[src/source/mips_pkg.sv]
// Shared widths, opcodes and control encodings for the single-cycle MIPS core RTL
package mips_pkg;

    localparam int data_w    = 32;      // Data and address width
    localparam int mem_depth = 32;      // Words per memory
    localparam int reg_count = 32;      // General purpose registers

    typedef logic [data_w-1:0] word_t;
    typedef logic [4:0]        reg_idx_t;
    typedef logic [4:0]        mem_idx_t;  // Address bits 6 to 2

    localparam word_t reset_pc = 32'd0;
    localparam word_t pc_step  = 32'd4;

    // MIPS I primary opcodes
    localparam logic [5:0] op_addiu = 6'b001001;
    localparam logic [5:0] op_andi  = 6'b001100;
    localparam logic [5:0] op_ori   = 6'b001101;
    localparam logic [5:0] op_xori  = 6'b001110;
    localparam logic [5:0] op_lui   = 6'b001111;
    localparam logic [5:0] op_lb    = 6'b100000;
    localparam logic [5:0] op_lh    = 6'b100001;
    localparam logic [5:0] op_lw    = 6'b100011;
    localparam logic [5:0] op_lbu   = 6'b100100;
    localparam logic [5:0] op_lhu   = 6'b100101;
    localparam logic [5:0] op_sb    = 6'b101000;
    localparam logic [5:0] op_sh    = 6'b101001;
    localparam logic [5:0] op_sw    = 6'b101011;

    typedef enum logic [1:0] {alu_add, alu_and, alu_or, alu_xor} alu_op_t;

    // Load or immediate shaping of the write-back value
    typedef enum logic [2:0] {
        ext_word, ext_byte_u, ext_byte_s, ext_half_u, ext_half_s, ext_upper
    } ext_t;

    typedef enum logic [1:0] {size_byte, size_half, size_word} size_t;

    // Debug target, as driven on debug_func
    typedef enum logic [1:0] {
        dbg_none = 2'd0, dbg_im = 2'd1, dbg_dm = 2'd2, dbg_mr = 2'd3
    } dbg_sel_t;

endpackage

[src/source/ctrl_if.sv]
// Decoded control levels passed from the opcode decoder to the datapath units
`timescale 1ns/1ps

interface ctrl_if import mips_pkg::*; ();

    logic    reg_we;      // Register write-back
    alu_op_t alu_op;
    logic    imm_signed;  // Sign extend the immediate
    logic    use_alu;     // Low only for LUI
    logic    load_en;
    ext_t    load_ext;
    logic    store_en;
    size_t   store_size;

    modport driver (
        output reg_we, alu_op, imm_signed, use_alu, load_en, load_ext, store_en, store_size
    );

    modport receiver (
        input reg_we, alu_op, imm_signed, use_alu, load_en, load_ext, store_en, store_size
    );

endinterface

[src/source/load_store_unit.sv]
// Store merge into the old DM word and write-back selection with load shaping
`timescale 1ns/1ps

module load_store_unit import mips_pkg::*; (
    ctrl_if.receiver    ctl,
    input  logic [15:0] imm,
    input  word_t       alu_result,
    input  word_t       mem_rdata,
    input  word_t       rt_data,
    output word_t       store_data,
    output word_t       wb_data
);

    word_t shaped;

    // Sub-word stores always hit the low lanes whatever the byte offset
    always_comb begin
        case (ctl.store_size)
            size_byte: store_data = {mem_rdata[31:8], rt_data[7:0]};
            size_half: store_data = {mem_rdata[31:16], rt_data[15:0]};
            default:   store_data = rt_data;
        endcase
    end

    always_comb begin
        case (ctl.load_ext)
            ext_byte_u: shaped = {24'h000000, mem_rdata[7:0]};
            ext_byte_s: shaped = {{24{mem_rdata[7]}}, mem_rdata[7:0]};
            ext_half_u: shaped = {16'h0000, mem_rdata[15:0]};
            ext_half_s: shaped = {{16{mem_rdata[15]}}, mem_rdata[15:0]};
            ext_upper:  shaped = {imm, 16'h0000};  // LUI value
            default:    shaped = mem_rdata;
        endcase
    end

    // ALU result unless a load or LUI
    assign wb_data = (ctl.load_en || !ctl.use_alu) ? shaped : alu_result;

endmodule

[src/flat_wrapper.sv]
// flat-port wrapper written by rule: the top's interface ports become plain ports
module load_store_unit_flat import mips_pkg::*;
  (imm, alu_result, mem_rdata, rt_data, store_data, wb_data, ctl_reg_we, ctl_alu_op, ctl_imm_signed, ctl_use_alu, ctl_load_en, ctl_load_ext, ctl_store_en, ctl_store_size);
  ctrl_if ctl_i ();
  input  logic [15:0] imm;
  input  word_t alu_result;
  input  word_t mem_rdata;
  input  word_t rt_data;
  output word_t store_data;
  output word_t wb_data;
  input wire logic [$bits(ctl_i.reg_we)-1:0] ctl_reg_we;
  input wire logic [$bits(ctl_i.alu_op)-1:0] ctl_alu_op;
  input wire logic [$bits(ctl_i.imm_signed)-1:0] ctl_imm_signed;
  input wire logic [$bits(ctl_i.use_alu)-1:0] ctl_use_alu;
  input wire logic [$bits(ctl_i.load_en)-1:0] ctl_load_en;
  input wire logic [$bits(ctl_i.load_ext)-1:0] ctl_load_ext;
  input wire logic [$bits(ctl_i.store_en)-1:0] ctl_store_en;
  input wire logic [$bits(ctl_i.store_size)-1:0] ctl_store_size;
  assign ctl_i.reg_we = ctl_reg_we;
  assign ctl_i.alu_op = ctl_alu_op;
  assign ctl_i.imm_signed = ctl_imm_signed;
  assign ctl_i.use_alu = ctl_use_alu;
  assign ctl_i.load_en = ctl_load_en;
  assign ctl_i.load_ext = ctl_load_ext;
  assign ctl_i.store_en = ctl_store_en;
  assign ctl_i.store_size = ctl_store_size;
  load_store_unit u_core (.ctl(ctl_i), .imm(imm), .alu_result(alu_result), .mem_rdata(mem_rdata), .rt_data(rt_data), .store_data(store_data), .wb_data(wb_data));
endmodule
[config.mk]
export PLATFORM = sky130hd
export DESIGN_NAME = load_store_unit_flat
export DESIGN_NICKNAME = d
export VERILOG_FILES = /design/src/source/mips_pkg.sv /design/src/source/ctrl_if.sv /design/src/source/load_store_unit.sv /design/src/flat_wrapper.sv
export SDC_FILE = /design/constraint.sdc
export NUM_CORES = 1
export LEC_CHECK = 0
export ABC_AREA = 1
export BUFFER_PORTS_ARGS = -buffer_cell sky130_fd_sc_hd__buf_2
export CAP_MARGIN = 20
export CORE_MARGIN = 5
export CORE_UTILIZATION = 39
export DETAILED_ROUTE_END_ITERATION = 7
export GPL_TIMING_DRIVEN = 1
export PLACE_DENSITY = 0.95
export SETUP_SLACK_MARGIN = 0.3
export SLEW_MARGIN = 20
export SYNTH_ARGS = -nofsm -noshare
export SYNTH_HDL_FRONTEND = slang
export SYNTH_SLANG_ARGS = --single-unit
export TNS_END_PERCENT = 20
[constraint.sdc]
create_clock -name vclk -period 2.01
set_clock_uncertainty 0.1 [all_clocks]
set_input_delay 0.201 -clock vclk [all_inputs]
set_output_delay 0.201 -clock vclk [all_outputs]
set_load 0.01 [all_outputs]
==> key figures <==
Status
  – Result of the run: completed

Placed design
  – Count of input and output buffers: 167
  – Dpl hpwl: 5514 um
  – Post-Place Worst Slack: 0.2178 ns
  – Global placer's final weighted congestion: 0.8994

Cells and area
  – ANT cells: 0
  – Sequential cell count: 0
  – Footprint of the multi-input gates: 1340 um^2
  – Share of post-route cells with drive strength above 1: 41.26%
  – Syn-to-layout area delta: 48.15%
  – # clk buffers: 0
  – Fill cells: 429
  – Final core utilization: 58.69%
  – Nets: 618
  – Register area: 0 um^2

Global route
  – Global route total overflow: 0
  – GRT Util Overall: 19.60%
  – First-pass GRT wire length: 9287 um
  – Largest net degree at the start of global routing: 33
  – Vias in the first global route: 2170
  – Initial antenna violation count: 0

Pwr
  – Leakage dissipation: 1.688 nW
  – PD cells: 250.6 nW/um^2
  – PnR Total Power: 0.6272 mW
  – Peak supply drop: 132.4 uV

Detailed routing
  – DR iter-0 viols: 120
  – WL/cell: 12.26 um
  – DRC viols: 0
  – Routed via count: 2626
  – Routed Antenna Nets: 0
  – Via density: 4.827
  – Drt first pass iters: 5
  – Routed WL: 6672 um

Flow run
  – Max Cap Viol: 0

Synth
  – Sequential fraction of the synthesis area: 0%
  – Mapped Cells: 346
  – Synth unique cells: 22
  – Syn nets: 470
  – Mapped Area: 1689 um^2
  – Ys Warns: 0
  – Syn Area/Cell: 4.882 um^2

Timing
  – Setup_tns: 0 ns
  – Max Clk Rate: 0.6149 GHz
  – Period minus WS final: 1.626 ns
  – Rel. slew slack: 79.46%
  – Final hold vios: 0
  – RSZ-0062 raised after global routing: no
  – Worst Tran Pin Value: 0.3070 ns
  – Fin crit share: 80.91%
  – Max-slew violations: 0
  – Final setup margin: 0.3837 ns
  – Final setup vio count: 0

Worst setup path
  – Crit path kind: in2out
  – Worst-path cell chain: buf_2 > o21ai_4 > buf_6 > nand3_1 > nand2_1 > o21bai_2 > buf_2
  – Crit path launch type: input pin
  – Critical Path End Type: output pin
  – Required time worst endpoint: 1.71 ns
  – Crit-path max cell delay: 0.32 ns
  – Buffers & Inverters on Critical Path: 3
  – CP Max Fanout: 14
  – Largest delay contributor family on the critical path: buffers and inverters
  – Slowest CP cell: o21ai_4
  – CP most frequent cell: buf_2
  – Crit path DAT: 1.33 ns

Die
  – # rows: 24
  – Core Region: 4264 um^2
  – Initial core utilization: 39.61%
  – Die Height: 75.81 um
  – Total I/O pin count: 188
  – Die area: 5747 um^2
  – Die W: 75.81 um

Min path
  – Hold Crit Class: in2out

Clock network
  – Cts hold-fix bufs: 0
layer usage:
metal  wire length [um]  track usage, %
met5                  0               0
met4                 44           1.553
met3                540          0.5277
met2               3425           36.50
met1               2662           25.87
cells by family (layout without fill, tap and decap cells):
family          count (synthesis)  after routing  share of synthesized area [%]
compound gates                 41             41                          17.41
buf+inv                        78            224                          22.52
simple gates                  227            227                          60.07
layout by cell type, fill, tap and decap left out, types with 2 or more instances in the layout:
cell / n
a21oi_1: 8
buf_2: 166
buf_4: 10
inv_1: 44
inv_2: 2
nand2_1: 105
nand2_8: 3
nand3_1: 32
nand3_2: 2
nand4_1: 24
nor2_1: 54
nor2_2: 5
o21ai_0: 16
o21bai_1: 6
o21bai_2: 10
power by group:
group          total (mW)  switching (mW)  internal [mW]
combinational       0.627           0.355          0.272
sequential              0               0              0
clock                   0               0              0
total               0.627           0.355          0.272
final timing paths:
check | start | endpoint | cells after the start
worst min-delay path | rt_data[4] | store_data[4] | 0
worst max-delay path | ctl_load_ext[0] | wb_data[23] | 7
per-stage QoR:
| stage | cells | hold WS, ns | area, um^2 |
|---|---|---|---|
| 2_1_floorplan | 346 | 0.3938 | 1689 |
| 3_3_place_gp | 542 | 0.3021 | 2450 |
| 3_5_place_dp | 542 | 0.3021 | 2450 |
| 4_1_cts | 542 | 0.3021 | 2455 |
| 5_1_grt | 544 | 0.3020 | 2502 |
| 6_report | 544 | 0.3020 | 2502 |
timing repair:
| item | CTS | global route |
|---|---|---|
| endpoints found under the setup margin | 19 | 24 |
| resized for setup | 1 | 6 |
| hold endpoints to repair | 0 | 0 |
| pin swaps | 0 | 2 |
| buffers inserted | 0 | 2 |
area by class of cell:
type	instances	area share (%)
inverters	46	6.900
multi-input cells	268	53.55
well taps	52	2.600
repair buffers	178	36.95
synthesized netlist by cell type:
cell,number,area (um^2)
buf_6,2,22.52
inv_2,1,3.750
nand2_4,3,33.78
nor2_1,54,202.7
nand2_1,105,394.1
inv_1,45,168.9
buf_8,1,15.01
o21ai_0,16,80.08
nand2_2,1,6.260
buf_4,12,90.09
buf_2,10,50.05
clkbuf_4,1,7.510
a21oi_1,8,40.04
o21ai_4,1,16.27
nor2_2,5,31.28
o21bai_1,6,45.04
nand4_1,24,150.1
clkbuf_1,6,22.52
nand4_4,1,21.27
nand3_1,33,165.2
nand3_2,1,10.01
o21bai_2,10,112.6
Note: power is estimated with default switching activity, not from simulation.
