<file path="config.mk">
export PLATFORM = sky130hd
export DESIGN_NAME = control_decode_flat
export DESIGN_NICKNAME = d
export VERILOG_FILES = /design/src/source/mips_pkg.sv /design/src/source/ctrl_if.sv /design/src/source/control_decode.sv /design/src/flat_wrapper.sv
export SDC_FILE = /design/constraint.sdc
export NUM_CORES = 1
export LEC_CHECK = 0
export BUFFER_PORTS_ARGS = -buffer_cell sky130_fd_sc_hd__buf_2
export CAP_MARGIN = 20
export CORE_AREA = 8 8 45 47
export DETAILED_ROUTE_END_ITERATION = 7
export DIE_AREA = 0 0 53 55
export SLEW_MARGIN = 20
export SYNTH_ARGS = -nofsm -noshare
export SYNTH_HDL_FRONTEND = slang
export SYNTH_SLANG_ARGS = --single-unit
</file>
<file path="constraint.sdc">
create_clock -name vclk -period 0.9
set_input_delay 0.045 -clock vclk [all_inputs]
set_output_delay 0.045 -clock vclk [all_outputs]
set_load 0.005 [all_outputs]
</file>
<file path="src/source/mips_pkg.sv">
// Shared widths, opcodes and control encodings for the single-cycle MIPS core RTL
package mips_pkg;

    localparam int data_w    = 32;      // Data and address width
    localparam int mem_depth = 32;      // Words per memory
    localparam int reg_count = 32;      // General purpose registers

    typedef logic [data_w-1:0] word_t;
    typedef logic [4:0]        reg_idx_t;
    typedef logic [4:0]        mem_idx_t;  // Address bits 6 to 2

    localparam word_t reset_pc = 32'd0;
    localparam word_t pc_step  = 32'd4;

    // MIPS I primary opcodes
    localparam logic [5:0] op_addiu = 6'b001001;
    localparam logic [5:0] op_andi  = 6'b001100;
    localparam logic [5:0] op_ori   = 6'b001101;
    localparam logic [5:0] op_xori  = 6'b001110;
    localparam logic [5:0] op_lui   = 6'b001111;
    localparam logic [5:0] op_lb    = 6'b100000;
    localparam logic [5:0] op_lh    = 6'b100001;
    localparam logic [5:0] op_lw    = 6'b100011;
    localparam logic [5:0] op_lbu   = 6'b100100;
    localparam logic [5:0] op_lhu   = 6'b100101;
    localparam logic [5:0] op_sb    = 6'b101000;
    localparam logic [5:0] op_sh    = 6'b101001;
    localparam logic [5:0] op_sw    = 6'b101011;

    typedef enum logic [1:0] {alu_add, alu_and, alu_or, alu_xor} alu_op_t;

    // Load or immediate shaping of the write-back value
    typedef enum logic [2:0] {
        ext_word, ext_byte_u, ext_byte_s, ext_half_u, ext_half_s, ext_upper
    } ext_t;

    typedef enum logic [1:0] {size_byte, size_half, size_word} size_t;

    // Debug target, as driven on debug_func
    typedef enum logic [1:0] {
        dbg_none = 2'd0, dbg_im = 2'd1, dbg_dm = 2'd2, dbg_mr = 2'd3
    } dbg_sel_t;

endpackage

</file>
<file path="src/source/ctrl_if.sv">
// Decoded control levels passed from the opcode decoder to the datapath units
`timescale 1ns/1ps

interface ctrl_if import mips_pkg::*; ();

    logic    reg_we;      // Register write-back
    alu_op_t alu_op;
    logic    imm_signed;  // Sign extend the immediate
    logic    use_alu;     // Low only for LUI
    logic    load_en;
    ext_t    load_ext;
    logic    store_en;
    size_t   store_size;

    modport driver (
        output reg_we, alu_op, imm_signed, use_alu, load_en, load_ext, store_en, store_size
    );

    modport receiver (
        input reg_we, alu_op, imm_signed, use_alu, load_en, load_ext, store_en, store_size
    );

endinterface

</file>
<file path="src/source/control_decode.sv">
// Opcode decoder turning the I-format instruction into datapath control levels
`timescale 1ns/1ps

module control_decode import mips_pkg::*; (
    input  word_t         instr,
    ctrl_if.driver        ctl
);

    logic [5:0] opcode;

    assign opcode = instr[31:26];

    always_comb begin
        // Defaults give a no-operation
        ctl.reg_we     = 1'b0;
        ctl.alu_op     = alu_add;
        ctl.imm_signed = 1'b1;
        ctl.use_alu    = 1'b1;
        ctl.load_en    = 1'b0;
        ctl.load_ext   = ext_word;
        ctl.store_en   = 1'b0;
        ctl.store_size = size_word;

        case (opcode)
            op_addiu: ctl.reg_we = 1'b1;  // Sign-extended add
            op_andi: begin
                ctl.reg_we     = 1'b1;
                ctl.alu_op     = alu_and;
                ctl.imm_signed = 1'b0;
            end
            op_ori: begin
                ctl.reg_we     = 1'b1;
                ctl.alu_op     = alu_or;
                ctl.imm_signed = 1'b0;
            end
            op_xori: begin
                ctl.reg_we     = 1'b1;
                ctl.alu_op     = alu_xor;
                ctl.imm_signed = 1'b0;
            end
            op_lui: begin
                ctl.reg_we   = 1'b1;
                ctl.use_alu  = 1'b0;      // Immediate goes straight to upper half
                ctl.load_ext = ext_upper;
            end
            // Loads add rs and the signed offset, then shape the DM word
            op_lw, op_lb, op_lbu, op_lh, op_lhu: begin
                ctl.reg_we  = 1'b1;
                ctl.load_en = 1'b1;
                case (opcode)
                    op_lb:   ctl.load_ext = ext_byte_s;
                    op_lbu:  ctl.load_ext = ext_byte_u;
                    op_lh:   ctl.load_ext = ext_half_s;
                    op_lhu:  ctl.load_ext = ext_half_u;
                    default: ctl.load_ext = ext_word;
                endcase
            end
            op_sb: begin
                ctl.store_en   = 1'b1;
                ctl.store_size = size_byte;
            end
            op_sh: begin
                ctl.store_en   = 1'b1;
                ctl.store_size = size_half;
            end
            op_sw: ctl.store_en = 1'b1;
            default: ;  // Unknown opcode writes nothing
        endcase
    end

endmodule

</file>
<file path="src/flat_wrapper.sv">
// flat-port wrapper written by rule: the top's interface ports become plain ports
module control_decode_flat import mips_pkg::*;
  (instr, ctl_reg_we, ctl_alu_op, ctl_imm_signed, ctl_use_alu, ctl_load_en, ctl_load_ext, ctl_store_en, ctl_store_size);
  ctrl_if ctl_i ();
  input  word_t instr;
  output wire logic [$bits(ctl_i.reg_we)-1:0] ctl_reg_we;
  output wire logic [$bits(ctl_i.alu_op)-1:0] ctl_alu_op;
  output wire logic [$bits(ctl_i.imm_signed)-1:0] ctl_imm_signed;
  output wire logic [$bits(ctl_i.use_alu)-1:0] ctl_use_alu;
  output wire logic [$bits(ctl_i.load_en)-1:0] ctl_load_en;
  output wire logic [$bits(ctl_i.load_ext)-1:0] ctl_load_ext;
  output wire logic [$bits(ctl_i.store_en)-1:0] ctl_store_en;
  output wire logic [$bits(ctl_i.store_size)-1:0] ctl_store_size;
  assign ctl_reg_we = ctl_i.reg_we;
  assign ctl_alu_op = ctl_i.alu_op;
  assign ctl_imm_signed = ctl_i.imm_signed;
  assign ctl_use_alu = ctl_i.use_alu;
  assign ctl_load_en = ctl_i.load_en;
  assign ctl_load_ext = ctl_i.load_ext;
  assign ctl_store_en = ctl_i.store_en;
  assign ctl_store_size = ctl_i.store_size;
  control_decode u_core (.instr(instr), .ctl(ctl_i));
endmodule
</file>
==> results.py <==
metrics = {
    "synth": {
        "synthCells": 29,
        "syn_area_sq_um": 180,
        "yosys.area.top_type": "a21oi_1",
        "syn-num-nets": 61,
        "ys_types": 20,
        "synth_commonest_cells": "a21oi_1 (3), nor2_1 (3)",
        "synth_area_leaders": "a21oi_1 (8.3%), a211oi_1 (8.3%), or4b_4 (7.6%), and4bb_2 (6.9%), nand2b_1 (6.9%)",
        "synth_seq_area_share_pct": 0,
        "synth_top_area_share_pct": 8.33,
        "synth.avg_cell_area_sq_um": 6.21,
        "ys.warnings.count": 0,
    },
    "sta": {
        "setup_viol": 3,
        "hold-worst-slack_ns": 0.368,
        "max_freq_mhz": 1080,
        "finalHoldViolations": 0,
        "fin_crit_sh_pct": 103,
        "tightest_slew_ns": 0.220,
        "tns_ns": -0.0717,
        "period_minus_slack_ns": 0.924,
        "setup_slack_ns": -0.0244,
        "rsz0062_at_grt": "yes",
        "slew_headroom_pct": 85.2,
        "finalMaxSlewViolations": 0,
    },
    "worst_setup_path": {
        "worstPathArrival_ns": 0.88,
        "crit_required_ns": 0.85,
        "cp_slowest_cell": "or4b_4",
        "critical_path_buf_inv_count": 2,
        "path_cells": "buf_8 > or4b_4 > nor2_1 > buf_2",
        "crit_path_end_kind": "output pin",
        "startpoint_type": "input port",
        "cp_slowest_stage_delay_ns": 0.53,
        "path_class": "input port to output pin",
        "critPathTopFamily": "simple AND/OR/NAND/NOR gates",
        "crit_fanout": 4,
    },
    "floorplan": {
        "die_w_microns": 53,
        "die_h_microns": 55,
        "std_cell_rows": 14,
        "io_pins": 44,
        "core_sq_um": 1380,
        "die_area_sq_um": 2920,
        "start_util_pct": 13.0,
    },
    "power_and_ir_drop": {
        "power_frac_seq_pct": 0,
        "pwr-share-clk_pct": 0,
        "cell_internal_pwr_uw": 73.7,
        "pwr-share-comb_pct": 100.0,
        "p_sw_share_pct": 47.6,
        "p_sw_uw": 67.0,
        "ir_drop_v": 0.000117,
        "leakage_nw": 0.192,
        "power.density_nw_per_um2": 354,
    },
    "drt": {
        "drt-initial-drc-count": 2,
        "antenna_left": 0,
        "via_count": 301,
        "viasPerCell": 4.43,
        "wire_per_inst_microns": 12.9,
        "dr_wl_met2_microns": 392,
        "met3WireLength_microns": 70,
        "drtPass1Iterations": 4,
        "remaining_drc_errors": 0,
        "routed_wl_microns": 877,
        "highest_layer": "met3",
        "drt-met1-wl_microns": 413,
    },
    "outcome": {
        "status": "finished, violations left",
        "violations": "setup timing",
    },
    "placed_design": {
        "place_congestion": 0.815,
        "post-dp-hpwl_microns": 638,
        "portBuffers": 18,
        "placed_area_sq_um": 319,
        "dp_slack_ns": -0.0687,
        "placed_cells": 66,
    },
    "grt": {
        "antenna_found_initial": 0,
        "grt_pass1_wl_microns": 1260,
        "first_global_vias": 276,
        "grt_max_degree": 10,
        "grt.overflow.total": 0,
        "grt_util_all_layers_pct": 5.23,
    },
    "cells_and_area": {
        "nFlopsAndLatches": 0,
        "stdcell_area_sq_um": 398,
        "n_antenna_cell": 0,
        "fillers": 160,
        "layout-drive-gt1-share_pct": 67.3,
        "register_area_sq_um": 0,
        "fin_cells": 68,
        "finalNetCount": 86,
        "areaGrowthSynthToFinish_pct": 121,
        "nClkBuffers": 0,
    },
    "clocking": {
        "ctsHoldBuffers": 0,
    },
    "job": {
        "drv_cap": 0,
    },
    "min_path": {
        "hp-class": "input port to output pin",
    },
}
cells by family after synthesis:
kind of cell	count (synthesis)	synth area share (%)
simple gates	14	52.1
buf+inv	5	11.1
compound gates	9	31.9
xor+xnor	1	4.86
layer usage:
metal | global-route usage, % | vias up
met1 | 7.24 | 134
met3 | 1.34 | 0
li1 | - | 156
met2 | 8.40 | 11
met4 | 0 | 0
met5 | 0 | -
cells in the final DEF (no fill, tap or decap), drive strengths merged:
cell / n
xnor2: 1
o21ai: 2
buf: 25
nand3: 1
nand2: 1
nor3: 2
nand3b: 1
a21oi: 3
o41ai: 1
nand2b: 2
nand4b: 1
or3b: 1
nor2: 3
and4bb: 1
or4b: 1
o32ai: 1
inv: 3
a211oi: 2
per-stage QoR:
stage / power [mW] / util (%)
2_1_floorplan: 0.0501 / -
3_3_place_gp: 0.105 / 23.1
3_5_place_dp: 0.106 / 23.1
4_1_cts: 0.117 / 24.8
5_1_grt: 0.153 / 28.8
6_report: 0.141 / 28.8
power by group through the flow:
stage	clock (mW)	sequential (mW)	combinational (mW)
6_report	0	0	0.141
5_1_grt	0	0	0.153
4_1_cts	0	0	0.117
3_5_place_dp	0	0	0.106
3_3_place_gp	0	0	0.105
2_1_floorplan	0	0	0.0501
final cells by class:
type	instances	area [sq um]	share of cell area [%]
multi-input cells	24	198	49.7
repair buffers	25	169	42.5
well taps	16	20.0	5.03
inverters	3	11.3	2.83
path summary, 6_finish.rpt:
path / start / end / slack [ns] / cells after the start
worst max-delay path: instr[31] / ctl_alu_op[1] / -0.02 / 4
worst min-delay path: instr[30] / ctl_load_ext[2] / 0.37 / 3
repair_timing:
action,CTS,global route
gates resized for setup,5,9
pin swaps,3,3
buffers inserted,1,1
setup endpoints to repair,6,8
Note: power is estimated with default switching activity, not from simulation.
