`src/source/mips_pkg.sv`:
```
// Shared widths, opcodes and control encodings for the single-cycle MIPS core RTL
package mips_pkg;

    localparam int data_w    = 32;      // Data and address width
    localparam int mem_depth = 32;      // Words per memory
    localparam int reg_count = 32;      // General purpose registers

    typedef logic [data_w-1:0] word_t;
    typedef logic [4:0]        reg_idx_t;
    typedef logic [4:0]        mem_idx_t;  // Address bits 6 to 2

    localparam word_t reset_pc = 32'd0;
    localparam word_t pc_step  = 32'd4;

    // MIPS I primary opcodes
    localparam logic [5:0] op_addiu = 6'b001001;
    localparam logic [5:0] op_andi  = 6'b001100;
    localparam logic [5:0] op_ori   = 6'b001101;
    localparam logic [5:0] op_xori  = 6'b001110;
    localparam logic [5:0] op_lui   = 6'b001111;
    localparam logic [5:0] op_lb    = 6'b100000;
    localparam logic [5:0] op_lh    = 6'b100001;
    localparam logic [5:0] op_lw    = 6'b100011;
    localparam logic [5:0] op_lbu   = 6'b100100;
    localparam logic [5:0] op_lhu   = 6'b100101;
    localparam logic [5:0] op_sb    = 6'b101000;
    localparam logic [5:0] op_sh    = 6'b101001;
    localparam logic [5:0] op_sw    = 6'b101011;

    typedef enum logic [1:0] {alu_add, alu_and, alu_or, alu_xor} alu_op_t;

    // Load or immediate shaping of the write-back value
    typedef enum logic [2:0] {
        ext_word, ext_byte_u, ext_byte_s, ext_half_u, ext_half_s, ext_upper
    } ext_t;

    typedef enum logic [1:0] {size_byte, size_half, size_word} size_t;

    // Debug target, as driven on debug_func
    typedef enum logic [1:0] {
        dbg_none = 2'd0, dbg_im = 2'd1, dbg_dm = 2'd2, dbg_mr = 2'd3
    } dbg_sel_t;

endpackage

```
`src/source/ctrl_if.sv`:
```
// Decoded control levels passed from the opcode decoder to the datapath units
`timescale 1ns/1ps

interface ctrl_if import mips_pkg::*; ();

    logic    reg_we;      // Register write-back
    alu_op_t alu_op;
    logic    imm_signed;  // Sign extend the immediate
    logic    use_alu;     // Low only for LUI
    logic    load_en;
    ext_t    load_ext;
    logic    store_en;
    size_t   store_size;

    modport driver (
        output reg_we, alu_op, imm_signed, use_alu, load_en, load_ext, store_en, store_size
    );

    modport receiver (
        input reg_we, alu_op, imm_signed, use_alu, load_en, load_ext, store_en, store_size
    );

endinterface

```
`src/source/exec_unit.sv`:
```
// Immediate extension and ALU giving the write-back result or the effective address
`timescale 1ns/1ps

module exec_unit import mips_pkg::*; (
    ctrl_if.receiver   ctl,
    input  word_t      rs_data,
    input  logic [15:0] imm,
    output word_t      result
);

    word_t ext_imm;

    // Sign fill for ADDIU and address offsets, zero fill for logic ops
    assign ext_imm = ctl.imm_signed ? {{16{imm[15]}}, imm} : {16'h0000, imm};

    always_comb begin
        case (ctl.alu_op)
            alu_and: result = rs_data & ext_imm;
            alu_or:  result = rs_data | ext_imm;
            alu_xor: result = rs_data ^ ext_imm;
            default: result = rs_data + ext_imm;  // No overflow trap
        endcase
    end

endmodule

```
`src/flat_wrapper.sv`:
```
// flat-port wrapper written by rule: the top's interface ports become plain ports
module exec_unit_flat import mips_pkg::*;
  (rs_data, imm, result, ctl_reg_we, ctl_alu_op, ctl_imm_signed, ctl_use_alu, ctl_load_en, ctl_load_ext, ctl_store_en, ctl_store_size);
  ctrl_if ctl_i ();
  input  word_t rs_data;
  input  logic [15:0] imm;
  output word_t result;
  input wire logic [$bits(ctl_i.reg_we)-1:0] ctl_reg_we;
  input wire logic [$bits(ctl_i.alu_op)-1:0] ctl_alu_op;
  input wire logic [$bits(ctl_i.imm_signed)-1:0] ctl_imm_signed;
  input wire logic [$bits(ctl_i.use_alu)-1:0] ctl_use_alu;
  input wire logic [$bits(ctl_i.load_en)-1:0] ctl_load_en;
  input wire logic [$bits(ctl_i.load_ext)-1:0] ctl_load_ext;
  input wire logic [$bits(ctl_i.store_en)-1:0] ctl_store_en;
  input wire logic [$bits(ctl_i.store_size)-1:0] ctl_store_size;
  assign ctl_i.reg_we = ctl_reg_we;
  assign ctl_i.alu_op = ctl_alu_op;
  assign ctl_i.imm_signed = ctl_imm_signed;
  assign ctl_i.use_alu = ctl_use_alu;
  assign ctl_i.load_en = ctl_load_en;
  assign ctl_i.load_ext = ctl_load_ext;
  assign ctl_i.store_en = ctl_store_en;
  assign ctl_i.store_size = ctl_store_size;
  exec_unit u_core (.ctl(ctl_i), .rs_data(rs_data), .imm(imm), .result(result));
endmodule
```
`config.mk`:
```
export PLATFORM = sky130hd
export DESIGN_NAME = exec_unit_flat
export DESIGN_NICKNAME = d
export VERILOG_FILES = /design/src/source/mips_pkg.sv /design/src/source/ctrl_if.sv /design/src/source/exec_unit.sv /design/src/flat_wrapper.sv
export SDC_FILE = /design/constraint.sdc
export NUM_CORES = 1
export LEC_CHECK = 0
export BUFFER_PORTS_ARGS = -buffer_cell sky130_fd_sc_hd__buf_2
export CAP_MARGIN = 20
export CORE_ASPECT_RATIO = 1.1
export CORE_MARGIN = 2
export CORE_UTILIZATION = 60
export DETAILED_ROUTE_END_ITERATION = 10
export PLACE_DENSITY_LB_ADDON = 0.12
export RECOVER_POWER = 50
export REMOVE_ABC_BUFFERS = 1
export SETUP_SLACK_MARGIN = 0.15
export SLEW_MARGIN = 20
export SYNTH_ARGS = -nofsm -noshare
export SYNTH_HDL_FRONTEND = slang
export SYNTH_SLANG_ARGS = --single-unit
```
`constraint.sdc`:
```
create_clock -name vclk -period 7.52
set_input_delay 1.128 -clock vclk [all_inputs]
set_output_delay 1.128 -clock vclk [all_outputs]
set_load 0.01 [all_outputs]
```
==> results.sh <==
export IMPL_slew_headroom_pct=-48.0
export IMPL_viasPerCell=6.17
export IMPL_row_count=27
export IMPL_period_needed_ps=5760
export IMPL_fin_crit_sh_pct=76.5
export IMPL_whs_ps=2590
export IMPL_critPathMaxFanout=31
export IMPL_dieArea_sq_um=5730
export IMPL_wl_per_cell_um=14.4
export IMPL_drive_above_1_share_pct=15.8
export IMPL_regArea_sq_um=0
export IMPL_critPathArrivalTime_ps=4630
export IMPL_vias=3676
export IMPL_finalHoldViolCount=0
export IMPL_antenna_found_initial=0
export IMPL_fin_util_pct=69.6
export IMPL_endpoint_kind="primary output"
export IMPL_crit_path_start_kind="input pin"
export IMPL_vdd_drop_max_mv=0.0431
export IMPL_cts_resized=0
export IMPL_core_region_area_sq_um=4970
export IMPL_port_buffers=83
export IMPL_nFlopsAndLatches=0
export IMPL_p_leak_nw=1.77
export IMPL_drtIter0Drc=259
export IMPL_setup_viol=0
export IMPL_rsz0062_at_grt="no"
export IMPL_path_cells="buf_2 > and2_1 > clkinv_2 > ha_1 > nand3_1 > nand2b_1 > o31ai_2 > a32oi_2 > xnor2_1 > mux4_2 > buf_2"
export IMPL_critical_path_buf_inv_count=3
export IMPL_report_final_slew_viol_count=53
export IMPL_crit_type="input pin to primary output"
export IMPL_ant_nets=0
export IMPL_post_cts_buffers=0
export IMPL_drc=0
export IMPL_yosysSeqAreaShare_pct=0
export IMPL_path_delay_family="simple AND/OR/NAND/NOR gates"
export IMPL_antenna_cells=0
export IMPL_grt_pass1_vias=3493
export IMPL_cp_slowest_cell="ha_1"
export IMPL_synthesis_area_sq_um=3090
export IMPL_fmax_mhz=174
export IMPL_die_w_um=72.4
export IMPL_postCtsHoldBufs=0
export IMPL_hpwl_mm=6.45
export IMPL_yosysWarnings=0
export IMPL_synth_avg_cell_area_sq_um=6.41
export IMPL_fin_nets=650
export IMPL_totalPowerFinal_mw=0.260
export IMPL_max_stage_delay_ps=590
export IMPL_place_congestion=0.892
export IMPL_ios=92
export IMPL_grt_pass1_wl_mm=14.6
export IMPL_grt_max_degree=79
export IMPL_synth_cells=481
export IMPL_worst_pin_slew_ps=2220
export IMPL_grt_overflow=0
export IMPL_tns_ps=0
export IMPL_die_h_um=79.2
export IMPL_drv_cap=1
export IMPL_start_util_pct=62.1
export IMPL_status="finished with violations"
export IMPL_violations="capacitance limit, slew limit"
export IMPL_grt_usage_pct=29.6
export IMPL_crit_required_ps=6390
export IMPL_clock_buffers=0
export IMPL_cp_common_cell="buf_2"
export IMPL_wirelength_mm=8.57
export IMPL_drt_first_pass_iters=5
export IMPL_synth_cell_types=65
export IMPL_hp_class="input pin to primary output"
export IMPL_powerDensity_nw_per_um2=75.1
export IMPL_syn2layout_area_growth_pct=12.1
==> per-layer routing <==
metal	vias to the layer above	GRT usage (%)	wire length (um)
met5	-	0	0
met4	0	5.93	47
met3	6	1.27	504
met2	146	56.6	4370
met1	1682	36.2	3650
li1	1842	-	-
==> worst min-delay path, stage by stage <==
cell     delay (ps)
buf_2            90
a22oi_1          70
o31ai_1          60
buf_2           120
==> report_power, final <==
part / internal [mW] / switching [mW]
registers: 0 / 0
logic: 0.105 / 0.155
clock network: 0 / 0
total: 0.105 / 0.155
==> area by class of cell <==
class | instances | area [sq um]
multi-input cells | 384 | 2720
fillers | 461 | 1510
well taps | 58 | 72.6
repair buffers | 84 | 403
inverters | 70 | 264
==> Yosys cell counts, types with 3 or more instances <==
| library cell | number | area [sq um] |
|---|---|---|
| inv_1 | 69 | 259 |
| a21oi_1 | 51 | 255 |
| ha_1 | 49 | 613 |
| o21ai_0 | 49 | 245 |
| nand2_1 | 44 | 165 |
| nor2_1 | 34 | 128 |
| clkbuf_1 | 24 | 90.1 |
| a21o_1 | 9 | 67.6 |
| a221o_1 | 8 | 80.1 |
| and2_1 | 7 | 43.8 |
| nand3_1 | 7 | 35.0 |
| a22oi_1 | 6 | 45.0 |
| nand2b_1 | 6 | 37.5 |
| o31ai_1 | 6 | 45.0 |
| a22o_1 | 5 | 43.8 |
| and3_1 | 5 | 31.3 |
| nor3_1 | 5 | 25.0 |
| xnor2_1 | 5 | 43.8 |
| a221oi_1 | 4 | 35.0 |
| a31oi_1 | 4 | 25.0 |
| a32oi_1 | 4 | 35.0 |
| mux2i_1 | 4 | 40.0 |
| nand4_1 | 4 | 25.0 |
| o211ai_1 | 4 | 30.0 |
| o21a_1 | 4 | 30.0 |
| a41oi_1 | 3 | 26.3 |
| nor2b_1 | 3 | 18.8 |
| nor3b_1 | 3 | 22.5 |
| o21ai_1 | 3 | 15.0 |
| o22ai_1 | 3 | 18.8 |
| xor2_1 | 3 | 26.3 |
==> logic make-up (layout without fill, tap and decap cells) <==
kind of cell,count (synthesis),count (layout),share of synthesized area [%]
adder cells (fa/ha/maj),50,50,20.5
AND/OR/NAND/NOR,125,125,18.9
multiplexers,7,7,3.12
XOR/XNOR,8,8,2.27
AO/OA/AOI/OAI,194,194,43.3
buffers and inverters,97,154,11.9
==> through the flow <==
| step | instances | setup slack [ps] | cell area [sq um] |
|---|---|---|---|
| floorplan | 454 | 2540 | 2980 |
| global placement | 596 | 1770 | 3480 |
| detailed placement | 596 | 1820 | 3480 |
| CTS | 596 | 1780 | 3480 |
| global route | 596 | 1460 | 3460 |
| finish | 596 | 1760 | 3460 |
==> cell usage in the layout (no fill, tap or decap), types with 5 or more instances in the layout <==
cell | Yosys | layout
a22o_1 | 5 | 5
a21oi_1 | 51 | 51
nand2_1 | 44 | 44
xnor2_1 | 5 | 5
o31ai_1 | 6 | 6
o21ai_0 | 49 | 49
and3_1 | 5 | 5
buf_2 | 1 | 67
ha_1 | 49 | 49
nor2_1 | 34 | 34
clkbuf_1 | 24 | 16
nor3_1 | 5 | 5
inv_1 | 69 | 69
nand2b_1 | 6 | 6
nand3_1 | 7 | 7
a21o_1 | 9 | 9
a221o_1 | 8 | 8
and2_1 | 7 | 7
a22oi_1 | 6 | 6
==> worst paths after layout <==
kind / from / to / slack, ps / cells after the start
min: rs_data[31] / result[31] / 2590 / 4
max: imm[15] / result[24] / 1760 / 11
Power figures use the tool's default switching activity.
