## src/source/mips_pkg.sv

```systemverilog
// Shared widths, opcodes and control encodings for the single-cycle MIPS core RTL
package mips_pkg;

    localparam int data_w    = 32;      // Data and address width
    localparam int mem_depth = 32;      // Words per memory
    localparam int reg_count = 32;      // General purpose registers

    typedef logic [data_w-1:0] word_t;
    typedef logic [4:0]        reg_idx_t;
    typedef logic [4:0]        mem_idx_t;  // Address bits 6 to 2

    localparam word_t reset_pc = 32'd0;
    localparam word_t pc_step  = 32'd4;

    // MIPS I primary opcodes
    localparam logic [5:0] op_addiu = 6'b001001;
    localparam logic [5:0] op_andi  = 6'b001100;
    localparam logic [5:0] op_ori   = 6'b001101;
    localparam logic [5:0] op_xori  = 6'b001110;
    localparam logic [5:0] op_lui   = 6'b001111;
    localparam logic [5:0] op_lb    = 6'b100000;
    localparam logic [5:0] op_lh    = 6'b100001;
    localparam logic [5:0] op_lw    = 6'b100011;
    localparam logic [5:0] op_lbu   = 6'b100100;
    localparam logic [5:0] op_lhu   = 6'b100101;
    localparam logic [5:0] op_sb    = 6'b101000;
    localparam logic [5:0] op_sh    = 6'b101001;
    localparam logic [5:0] op_sw    = 6'b101011;

    typedef enum logic [1:0] {alu_add, alu_and, alu_or, alu_xor} alu_op_t;

    // Load or immediate shaping of the write-back value
    typedef enum logic [2:0] {
        ext_word, ext_byte_u, ext_byte_s, ext_half_u, ext_half_s, ext_upper
    } ext_t;

    typedef enum logic [1:0] {size_byte, size_half, size_word} size_t;

    // Debug target, as driven on debug_func
    typedef enum logic [1:0] {
        dbg_none = 2'd0, dbg_im = 2'd1, dbg_dm = 2'd2, dbg_mr = 2'd3
    } dbg_sel_t;

endpackage

```

## src/source/mem_port_if.sv

```systemverilog
// Word memory port bundle shared by the instruction and data memories of the core
`timescale 1ns/1ps

interface mem_port_if import mips_pkg::*; ();

    mem_idx_t addr;   // Word index
    word_t    wdata;
    logic     we;     // Write at the rising edge
    word_t    rdata;  // Combinational read of addr

    modport master (
        output addr, wdata, we,
        input  rdata
    );

    modport mem (
        input  addr, wdata, we,
        output rdata
    );

endinterface

```

## src/source/word_ram.sv

```systemverilog
// 32-word memory with combinational read and clocked write for both IM and DM
`timescale 1ns/1ps

module word_ram import mips_pkg::*; (
    input logic HW_RSTn,
    input logic mem_debug_clk_gate,
    mem_port_if.mem port
);

    word_t mem [mem_depth];

    // Whole array cleared on reset
    always_ff @(posedge mem_debug_clk_gate or negedge HW_RSTn) begin
        if (!HW_RSTn) begin
            for (int i = 0; i < mem_depth; i++) begin
                mem[i] <= '0;
            end
        end else if (port.we) begin
            mem[port.addr] <= port.wdata;  // One-edge write
        end
    end

    // Zero-latency read
    assign port.rdata = mem[port.addr];

endmodule

```

## src/flat_wrapper.sv

```systemverilog
// flat-port wrapper written by rule: the top's interface ports become plain ports
module word_ram_flat import mips_pkg::*;
  (HW_RSTn, mem_debug_clk_gate, port_addr, port_wdata, port_we, port_rdata);
  mem_port_if port_i ();
  input logic HW_RSTn;
  input logic mem_debug_clk_gate;
  input wire logic [$bits(port_i.addr)-1:0] port_addr;
  input wire logic [$bits(port_i.wdata)-1:0] port_wdata;
  input wire logic [$bits(port_i.we)-1:0] port_we;
  output wire logic [$bits(port_i.rdata)-1:0] port_rdata;
  assign port_i.addr = port_addr;
  assign port_i.wdata = port_wdata;
  assign port_i.we = port_we;
  assign port_rdata = port_i.rdata;
  word_ram u_core (.HW_RSTn(HW_RSTn), .mem_debug_clk_gate(mem_debug_clk_gate), .port(port_i));
endmodule
```

## config.mk

```make
export PLATFORM = sky130hd
export DESIGN_NAME = word_ram_flat
export DESIGN_NICKNAME = d
export VERILOG_FILES = /design/src/source/mips_pkg.sv /design/src/source/mem_port_if.sv /design/src/source/word_ram.sv /design/src/flat_wrapper.sv
export SDC_FILE = /design/constraint.sdc
export NUM_CORES = 1
export LEC_CHECK = 0
export BUFFER_PORTS_ARGS = -buffer_cell sky130_fd_sc_hd__buf_2
export CAP_MARGIN = 25
export CORE_AREA = 5 5 240 301
export DETAILED_ROUTE_END_ITERATION = 8
export DIE_AREA = 0 0 245 306
export GPL_TIMING_DRIVEN = 0
export PLACE_DENSITY = 0.84
export SLEW_MARGIN = 20
export SYNTH_ARGS = -nofsm -noshare
export SYNTH_HDL_FRONTEND = slang
export SYNTH_SLANG_ARGS = --single-unit
```

## constraint.sdc

```tcl
create_clock -name mem_debug_clk_gate -period 3.7 [get_ports mem_debug_clk_gate]
set_clock_uncertainty 0.15 [all_clocks]
set_input_delay 0.74 -clock mem_debug_clk_gate [delete_from_list [all_inputs] [get_ports mem_debug_clk_gate]]
set_output_delay 0.74 -clock mem_debug_clk_gate [all_outputs]
set_load 0.1 [all_outputs]
```

==> results by stage, run 1 <==
Outcome:
- The flow ran to the end, but the final reports show violations.
- The final reports fail on setup timing.

Drt:
- The routed layout has 30.5k vias.
- The via-per-instance ratio is 6.87.
- After detailed routing, the average wire length per cell comes to 31.4 um.
- For this block, the initial DRC count from the detailed router was 3005.
- The wire length after detailed routing is 140000 um.
- The number of antenna-violating nets in the routed design is 0.
- For this run, the detailed router's first-pass iteration total came to 6.
- For this run, design rule violations remaining after detail routing come to 0.

Synthesis:
- Of the post-synthesis cell area, the dominant cell type holds 0.552.
- In this run, distinct cell masters in the synthesized netlist total 29.
- The cell area after technology mapping is 46500 um^2.
- The number of warnings printed during yosys synthesis is 0.
- The synthesized design contains 1024 register bits.
- The cell type contributing the most total cell area after synthesis is dfrtp_1.
- The share of synthesized area occupied by flip-flops and latches is 0.552.
- The number of nets handed over by synthesis was 3335.
- Averaged over all synthesized cells, the footprint is 14.1 um^2.
- Sorting the synthesized cells by area gives the leading types as dfrtp_1 (55%), mux2_2 (23%), mux2i_1 (11%).
- Synthesis handed over a netlist of 3295 instances.

Floorplanning:
- The floorplan step defined a die boundary enclosing 75000 um^2.
- The floorplan step defined a core boundary enclosing 68900 um^2.
- The width of the chip is 245 um.
- The total number of placement rows is 108.
- The number of top-level pins is 72.
- The die is 306 um tall.
- The initial standard-cell utilization of the core is 0.674.

Power:
- The leakage power summed over all cells is 24.9 nW.
- VDD sags by at most 0.000481 V.
- The fraction of power spent switching nets is 0.275.
- The sequential share of power is 0.477.
- The clock network power share is 0.346.
- The combinational fraction of design power is 0.177.
- In this run the power density over the cells is 582 nW/um^2.
- The internal power of the cells totals 22.2 mW.
- The net switching power figure is 8.42 mW.
- The design draws 30.7 mW.

Min path:
- The launch point of the worst hold path is port_wdata[1].
- The hold-critical path endpoint is u_core.mem[577]$_DFFE_PN0P_.
- The worst min-delay path class is in2reg.
- The hold path depth is 2.

Timing:
- Setup slack on the critical path of the routed design comes to -31.4 ps.
- Setup violations remaining at the end of the flow were counted as 5.
- The fraction of the cycle the final worst path needs is 1.01.
- The final period demand of the worst path is 3730 ps.
- Setup repair after global routing could not meet its margin everywhere.
- The max-slew violation total from the final report is 0.
- At the pin with the least slew margin, the transition time is 853 ps.
- For this run, the top clock speed supported by timing is 268 MHz.
- The remaining max-slew budget at the tightest pin is 0.428.
- The count of final hold-check violations is 0.

Clock tree:
- The deepest level of the CTS H-tree is 3.
- The clock passes through at most 3 buffers.
- The clock tree from TritonCTS is done.
- The insertion delay to the later sink of the worst-skew pair is 670 ps.
- The cell at the root of the clock tree is clkbuf_16.
- The number of buffers inserted during clock tree synthesis is 97.
- The clock sink count is 1024.
- After clock tree synthesis, the clock-pin slew on the worst setup and hold paths is 70 ps.

Critical path:
- On the worst path, the slowest cell contributes a delay of 630 ps.
- The slowest cell on the critical path is or4_4.
- Along the worst path, the maximum fanout reaches 10.
- In this run the worst setup path begins at port_addr[0].
- In this design, the largest share of critical-path delay is due to buffers and inverters.
- Counting stages on the worst path, the most repeated cell is buf_4.
- The classification of the worst setup path is in2out.
- Walking the worst path, the cells encountered are buf_2 -> buf_4 -> or4_4 -> clkbuf_2 -> o22ai_1 -> nor4_2 -> nand2_1 -> buf_4.
- The reg-to-reg endpoint is u_core.mem[126]$_DFFE_PN0P_.
- The required time at the worst-slack endpoint is 2810 ps.
- The cell count of the worst reg-to-reg path is 1.
- Data on the critical path arrives at its endpoint at 2840 ps.
- The worst reg-to-reg setup slack is 2720 ps.
- The startpoint kind of the worst setup timing path is an input pin.
- The count of buffer and inverter cells on the critical path is 4.
- The worst flop-to-flop path startpoint is u_core.mem[126]$_DFFE_PN0P_.
- STA classifies the critical path endpoint as an output port.

Run:
- Across the run, the number of max-cap violations was 0.

Global route:
- For this run, the total global-route usage over all layers was measured as 0.370.
- Entering global routing, the biggest net connects 131 pins.
- After global routing the overflow that remains totals 0.
- The initial antenna violation count is 9.
- The first global-routing pass estimated 208000 um of wire.
- The via count of the first global-routing pass was 33.0k.

Cells and area:
- Fill cells in the final layout number 4056.
- The total number of nets in the final design is 3514.
- The layout-stage area growth over the synthesis result is 13.5%.
- In the final layout, the registers with the most flip-flops are u_core.mem: 1024 flops.
- The register with the most flip-flops is u_core.mem.
- Once layout is complete, the utilization of the core stands at 0.765.
- The non-filler instance count after layout is 4440.
- The number of flip-flops under the largest register name is 1024.
- The ratio of cells with drive above 1 in the final layout is 0.424.

Place:
- During placement, the flow inserted port buffers numbering 70.
- Prior to clock tree synthesis, the placed netlist has a worst setup slack of -827 ps.
- In this run, placement finished with an instance count of 4255.
- The estimated wirelength of the detail-placed design is 94400 um.
- The final estimated routing congestion in global placement is 0.972.
-- Yosys cell counts --
cell          n
dfrtp_1    1024
and3_1        1
nor3_2        4
nand4b_1      4
nor3_4        1
buf_6         4
buf_4        44
nor2_1        1
nand4bb_1     6
nand4_1       1
nor3b_2       3
mux2i_1     512
nand2_1      46
or3b_1        1
nor4_1       64
nor2_2       13
mux2_1       64
nand3_2       3
or4_1         1
or4b_1        4
o22ai_1     256
nand3_1       3
nand3b_2      2
mux2_2      960
and3b_1       1
or2_2         1
nand3b_1      1
buf_2       134
clkbuf_1    136
-- cells by family (layout without fill, tap and decap cells) --
| logic type | count (synthesis) | after routing | share of synthesized area |
|---|---|---|---|
| other cells | 0 | 8 | 0 |
| flops | 1024 | 1024 | 0.552 |
| compound gates | 256 | 256 | 0.0345 |
| mux | 1536 | 1536 | 0.359 |
| buf+inv | 318 | 575 | 0.0335 |
| simple gates | 161 | 161 | 0.0218 |
-- worst max-delay path by stage --
| stage | to | depth (start not counted) |
|---|---|---|
| after global routing | port_rdata[26] | 9 |
| after CTS | port_rdata[28] | 9 |
| after global placement | u_core.mem[271]$_DFFE_PN0P_ | 1 |
| final | port_rdata[12] | 8 |
| after floorplan | port_rdata[10] | 8 |
| after detailed placement | port_rdata[10] | 9 |
-- through the flow --
| stage | TNS (ps) | hold WS, ps | instance area, um^2 |
|---|---|---|---|
| after floorplan | 0 | 294 | 46500 |
| after global placement | - | 316 | 47900 |
| after detailed placement | -21070 | 324 | 48200 |
| after CTS | -14.4 | 191 | 52400 |
| after global routing | -206 | 216 | 52700 |
| final | -62.4 | 214 | 52700 |
-- metal layers --
metal,global-route usage,part of all wire
met1,0.465,0.37
met2,0.589,0.48
met3,0.0888,0.084
met4,0.223,0.067
met5,0,0.00032
-- area by class of cell --
cell class / count / area, um^2 / share of cell area
Antenna cell: 8 / 20.0 / 0.000380
Buffer: 307 / 2100 / 0.0398
Clock buffer: 145 / 3000 / 0.0568
Clock inverter: 32 / 422 / 0.00800
Multi-Input combinational cell: 1953 / 19600 / 0.372
Sequential cell: 1024 / 25600 / 0.486
Tap cell: 880 / 1100 / 0.0209
Timing Repair Buffer: 91 / 830 / 0.0157
-- placed cells by master (no fill, tap or decap), drive strengths merged, types with 5 or more instances in the layout --
cell	count
nor4	64
bufinv	10
nand2	46
nand3	6
nor2	14
mux2	1024
clkinv	18
clkbuf	268
dfrtp	1024
mux2i	512
buf	274
diode	8
nand4bb	6
nor3	5
o22ai	256
-- power by group through the flow --
stage	logic (mW)	clock network, mW	registers (mW)
2_1_floorplan	3.88	0	14.3
3_3_place_gp	4.86	0	14.5
3_5_place_dp	5.15	0	14.7
4_1_cts	5.36	10.6	14.5
5_1_grt	5.82	11.1	14.8
6_report	5.44	10.6	14.6
-- timing repair --
item | CTS | global route
hold buffers | 1 | 0
endpoints found under the setup margin | 32 | 31
pin swaps | 11 | 16
endpoints found under the hold margin | 95 | 0
gates cloned | 0 | 0
gates resized for setup | 245 | 71
setup buffers | 10 | 0
(Power assumes the default switching activity.)
==> run 2, diff against run 1 <==
--- a/config.mk
+++ b/config.mk
@@ -5,11 +5,12 @@
 export SDC_FILE = /design/constraint.sdc
 export NUM_CORES = 1
 export LEC_CHECK = 0
+export ABC_AREA = 1
 export BUFFER_PORTS_ARGS = -buffer_cell sky130_fd_sc_hd__buf_2
 export CAP_MARGIN = 25
-export CORE_AREA = 5 5 240 301
+export CORE_AREA = 5 5 243 304
 export DETAILED_ROUTE_END_ITERATION = 8
-export DIE_AREA = 0 0 245 306
+export DIE_AREA = 0 0 248 309
 export GPL_TIMING_DRIVEN = 0
 export PLACE_DENSITY = 0.84
 export SLEW_MARGIN = 20
==> run 2 against run 1 <==
Final cell count grew 72%. Critical endpoint is now port_rdata[31]. Highest routed layer unchanged. The run still ends with setup timing left. Hold slack lost 1.9 ps. Sequential power is essentially flat.
==> results by stage, run 2 <==
Run:
- The max-cap check violation count was 0 (unchanged).

Critical path:
- The arrival time reported for the critical path endpoint is 2830 ps (about the same).
- The worst reg-to-reg setup slack is 2710 ps (about the same).
- The stage delay of the slowest cell on the critical path came to 480 ps (-150 ps).
- The startpoint kind of the worst setup timing path is an input pin.
- Traced cell by cell, the critical path runs through buf_2 -> clkbuf_2 -> clkbuf_2 -> buf_8 -> nand2_1 -> nand2_1 -> nand2_1 -> nand2_1 -> nor2_1 -> nand2_1 -> buf_4.
- The most prevalent standard cell on the critical path is nand2_1.
- The slowest cell on the critical path is clkbuf_2.
- The required time at the worst-slack endpoint is 2810 ps (about the same).
- The worst setup path is captured at an output port.
- The worst setup path is of the in2out kind.
- The highest fanout seen on the critical path is 10 (unchanged).

Clock tree:
- The number of buffers inserted during clock tree synthesis is 97 (unchanged).
- The deepest level of the CTS H-tree was 3 (unchanged).
- The clock sink count is 1024 (unchanged).
- The CTS clock-pin slew for the worst setup and hold paths is 60 ps (about the same).
- The insertion delay to the later sink of the worst-skew pair came to 660 ps (about the same).
- Clock tree synthesis selected as its root buffer the cell clkbuf_16.
- The maximum clock path buffer count is 3 (unchanged).
- TritonCTS built the clock tree.

Synthesis:
- By area the synthesized netlist is led by dfrtp_1 (54%), nand2_1 (29%), o21ai_0 (7.7%).
- The average footprint of a synthesized cell is 7.40 um^2 (-48%).
- The number of flops mapped to enable cells by yosys is 0 (unchanged).
- The number of library cell types mapped by synthesis was 22 (-24%).
- The post-synth net total was 6470 (+94%).
- The post-synthesis sequential element count is 1024 (unchanged).
- Counting instances in the post-synthesis netlist gives the leading cell types as nand2_1 (3621), dfrtp_1 (1024), o21ai_0 (735), clkbuf_1 (357), nor2_1 (193).
- The most numerous cell in the Yosys netlist is nand2_1.
- The cell area after technology mapping is 47600 um^2 (+2.4%).
- In the synthesized netlist the dominant register cell turns out to be dfrtp_1.
- Summed over all instances, the cell type with the most area after synthesis is dfrtp_1.
- The post-synthesis async set-or-reset flop share is 1.00 (unchanged).
- The share of the synthesized area in the top cell type is 0.538 (-0.0132).
- The number of warnings printed during yosys synthesis was 0 (unchanged).
- The synthesized netlist cell count is 6430 (+95%).
- The share of synthesized area occupied by flip-flops and latches was 0.538 (-0.0132).

Floorplanning:
- The total number of placement rows is 109 (+0.93%).
- The chip height is 309 um (+0.98%).
- The number of top-level pins was 72 (unchanged).
- The initial standard-cell utilization of the core was 0.675 (+0.000904).
- The area of the die was 76600 um^2 (+2.2%).
- The area of the placeable core is 70500 um^2 (+2.3%).
- The width of the chip was 248 um (+1.2%).

Place:
- The setup slack at placement was -717 ps (+110 ps).
- The estimated wirelength of the detail-placed design is 111000 um (+17%).
- The final estimated routing congestion in global placement is 0.954 (-1.8%).
- The number of buffers added on ports is 66 (-5.7%).
- The post-place instance area is 49400 um^2 (+2.5%).

Cells and area:
- The number of flip-flops under the largest register name is 1024 (unchanged).
- The total number of nets in the final design was 6651 (+89%).
- The ratio of cells with drive above 1 in the final layout is 0.0770 (-0.347).
- The cell area after layout is 53300 um^2 (+1.1%).
- From synthesis to final layout, the design area changed by 12.0%.
- The leading cell type in the layout, fill and taps excluded is nand2_1.
- Leaving out fill and tap cells, the most frequent cells in the layout are nand2_1 (3621), dfrtp_1 (1024), o21ai_0 (735).
- The post-layout utilization of the core is 0.756 (-0.00892).
- In the final layout, the registers with the most flip-flops are u_core.mem: 1024 flops.
- Counting flops per register, the top entry is u_core.mem.
- The fill cell total of the finished layout was 5322 (+31%).

Timing:
- The max-slew violation total from the final report is 0 (unchanged).
- The achievable clock frequency came to 269 MHz (+0.34%).
- The sum of negative setup slack is -31.0 ps (+31.3 ps).
- The remaining max-slew budget at the tightest pin is 0.331 (-0.0969).
- The worst hold margin is 212 ps (-1.93 ps).
- The worst setup margin is -18.8 ps (+12.7 ps).
- The count of final hold-check violations is 0 (unchanged).
- The final period demand of the worst path is 3720 ps (-12.7 ps).
- The number of endpoints failing setup at the final stage is 3 (-2).
- The fraction of the cycle the final worst path needs came to 1.01 (-0.00342).
- The actual transition at the worst max-transition pin is 999 ps (+146 ps).

Outcome:
- The run finished, with violations left.
- The final reports fail on setup timing.

Drt:
- The first-iteration detailed-routing DRC count is 5701 (+90%).
- The number of detailed-route iterations in the first pass is 8 (+2).
- The routed length on met1 is 55700 um (+7.0%).
- The number of antenna-violating nets in the routed design is 0 (unchanged).
- The via count is 44.2k (+45%).
- The met2 wirelength from detailed routing is 71800 um (+8.4%).
- The met3 wirelength from detailed routing is 15400 um (+31%).
- The detail-routed net length per standard cell is 20.3 um (-36%).
- The number of DRC violations after detailed routing is 0 (unchanged).
- The wire length after detailed routing is 155000 um (+11%).
- After detailed routing, no signal wire sits above met5.
- The via-per-instance ratio is 5.78 (-16%).

Global route:
- The pin count of the biggest net entering global routing is 137 (+4.6%).
- The leftover overflow at the end of global routing came to 0 (unchanged).
- The via count of the first global-routing pass was 43.1k (+31%).
- The initial antenna violation count is 6 (-3).
- The global-route usage over all layers is 0.405 (+0.0345).
- The wire length of the first global-routing pass was 239000 um (+15%).

Power:
- The leakage power summed over all cells came to 28.3 nW (+14%).
- The ratio of total power to cell area is 585 nW/um^2 (+0.61%).
- The peak supply drop was 0.000529 V (+10%).

Min path:
- The worst min-delay path class is in2reg.
==> run 2: cell count changes in the layout (fill, tap and decap cells not counted), sizes merged, moves of 42 or more <==
| cell | before | now |
|---|---|---|
| mux2i | 512 | 0 |
| o22ai | 256 | 0 |
| a21oi | 0 | 126 |
| buf | 274 | 213 |
| clkbuf | 268 | 500 |
| inv | 1 | 43 |
| o21ai | 0 | 900 |
| nand2 | 46 | 3644 |
| mux2 | 1024 | 0 |
| nor4 | 64 | 2 |
| nor2 | 14 | 194 |
==> run 2: area by class of cell <==
| class | instances | area [um^2] | share of cell area |
|---|---|---|---|
| clock buffer | 145 | 3000 | 0.0562 |
| sequential | 1024 | 25600 | 0.481 |
| antenna | 1 | 2.50 | 0.0000469 |
| multi-input combinational | 4876 | 19800 | 0.372 |
| tap | 943 | 1180 | 0.0221 |
| timing repair buffer | 84 | 773 | 0.0145 |
| clock inverter | 32 | 502 | 0.00941 |
| inverter | 43 | 168 | 0.00314 |
| buffer | 485 | 2230 | 0.0418 |
==> run 2: cells by family after synthesis <==
group,after synthesis,synth area share
buffers and inverters,530,0.0452
AOI/OAI and AO/OA,1026,0.108
DFF,1024,0.538
and+or+nand+nor,3850,0.308
==> run 2: metal layers <==
layer / vias up / GRT usage
met5: - / 0
met4: 10 / 0.265
met3: 573 / 0.0957
met2: 2343 / 0.638
met1: 20829 / 0.503
li1: 20397 / -
==> run 2: repair_timing <==
action                                  4_1_cts  5_1_grt
endpoints found under the setup margin       32       32
hold buffers                                  1        0
pin swaps                                     3        0
gates resized for setup                     113      140
hold endpoints to repair                     71        0
setup buffers                                 6        0
==> run 2: final timing paths <==
check,startpoint,to,depth (start not counted)
min reg2reg,u_core.mem[746]$_DFFE_PN0P_,u_core.mem[746]$_DFFE_PN0P_,2
min in group asynchronous,HW_RSTn,u_core.mem[892]$_DFFE_PN0P_,2
max reg2reg,u_core.mem[225]$_DFFE_PN0P_,u_core.mem[225]$_DFFE_PN0P_,2
max,port_addr[1],port_rdata[31],11
max in group asynchronous,HW_RSTn,u_core.mem[202]$_DFFE_PN0P_,5
min,port_wdata[31],u_core.mem[63]$_DFFE_PN0P_,3
==> run 2: power breakdown <==
group | total (mW) | switching (mW) | internal (mW)
Sequential | 14.6 | 1.24 | 13.3
Combinational | 5.69 | 3.79 | 1.90
Clock | 10.9 | 4.44 | 6.49
==> run 2: critical path: cells and delay by family <==
| kind | cells | cell delay [ps] |
|---|---|---|
| buffers and inverters | 5 | 1570 |
| and+or+nand+nor | 6 | 470 |
==> run 2: metrics by stage <==
stage / cells / power (mW)
after CTS: 7634 / 31.0
after floorplan: 6430 / 18.3
after global routing: 7633 / 32.6
final: 7633 / 31.2
after detailed placement: 7450 / 20.1
after global placement: 7439 / 19.8
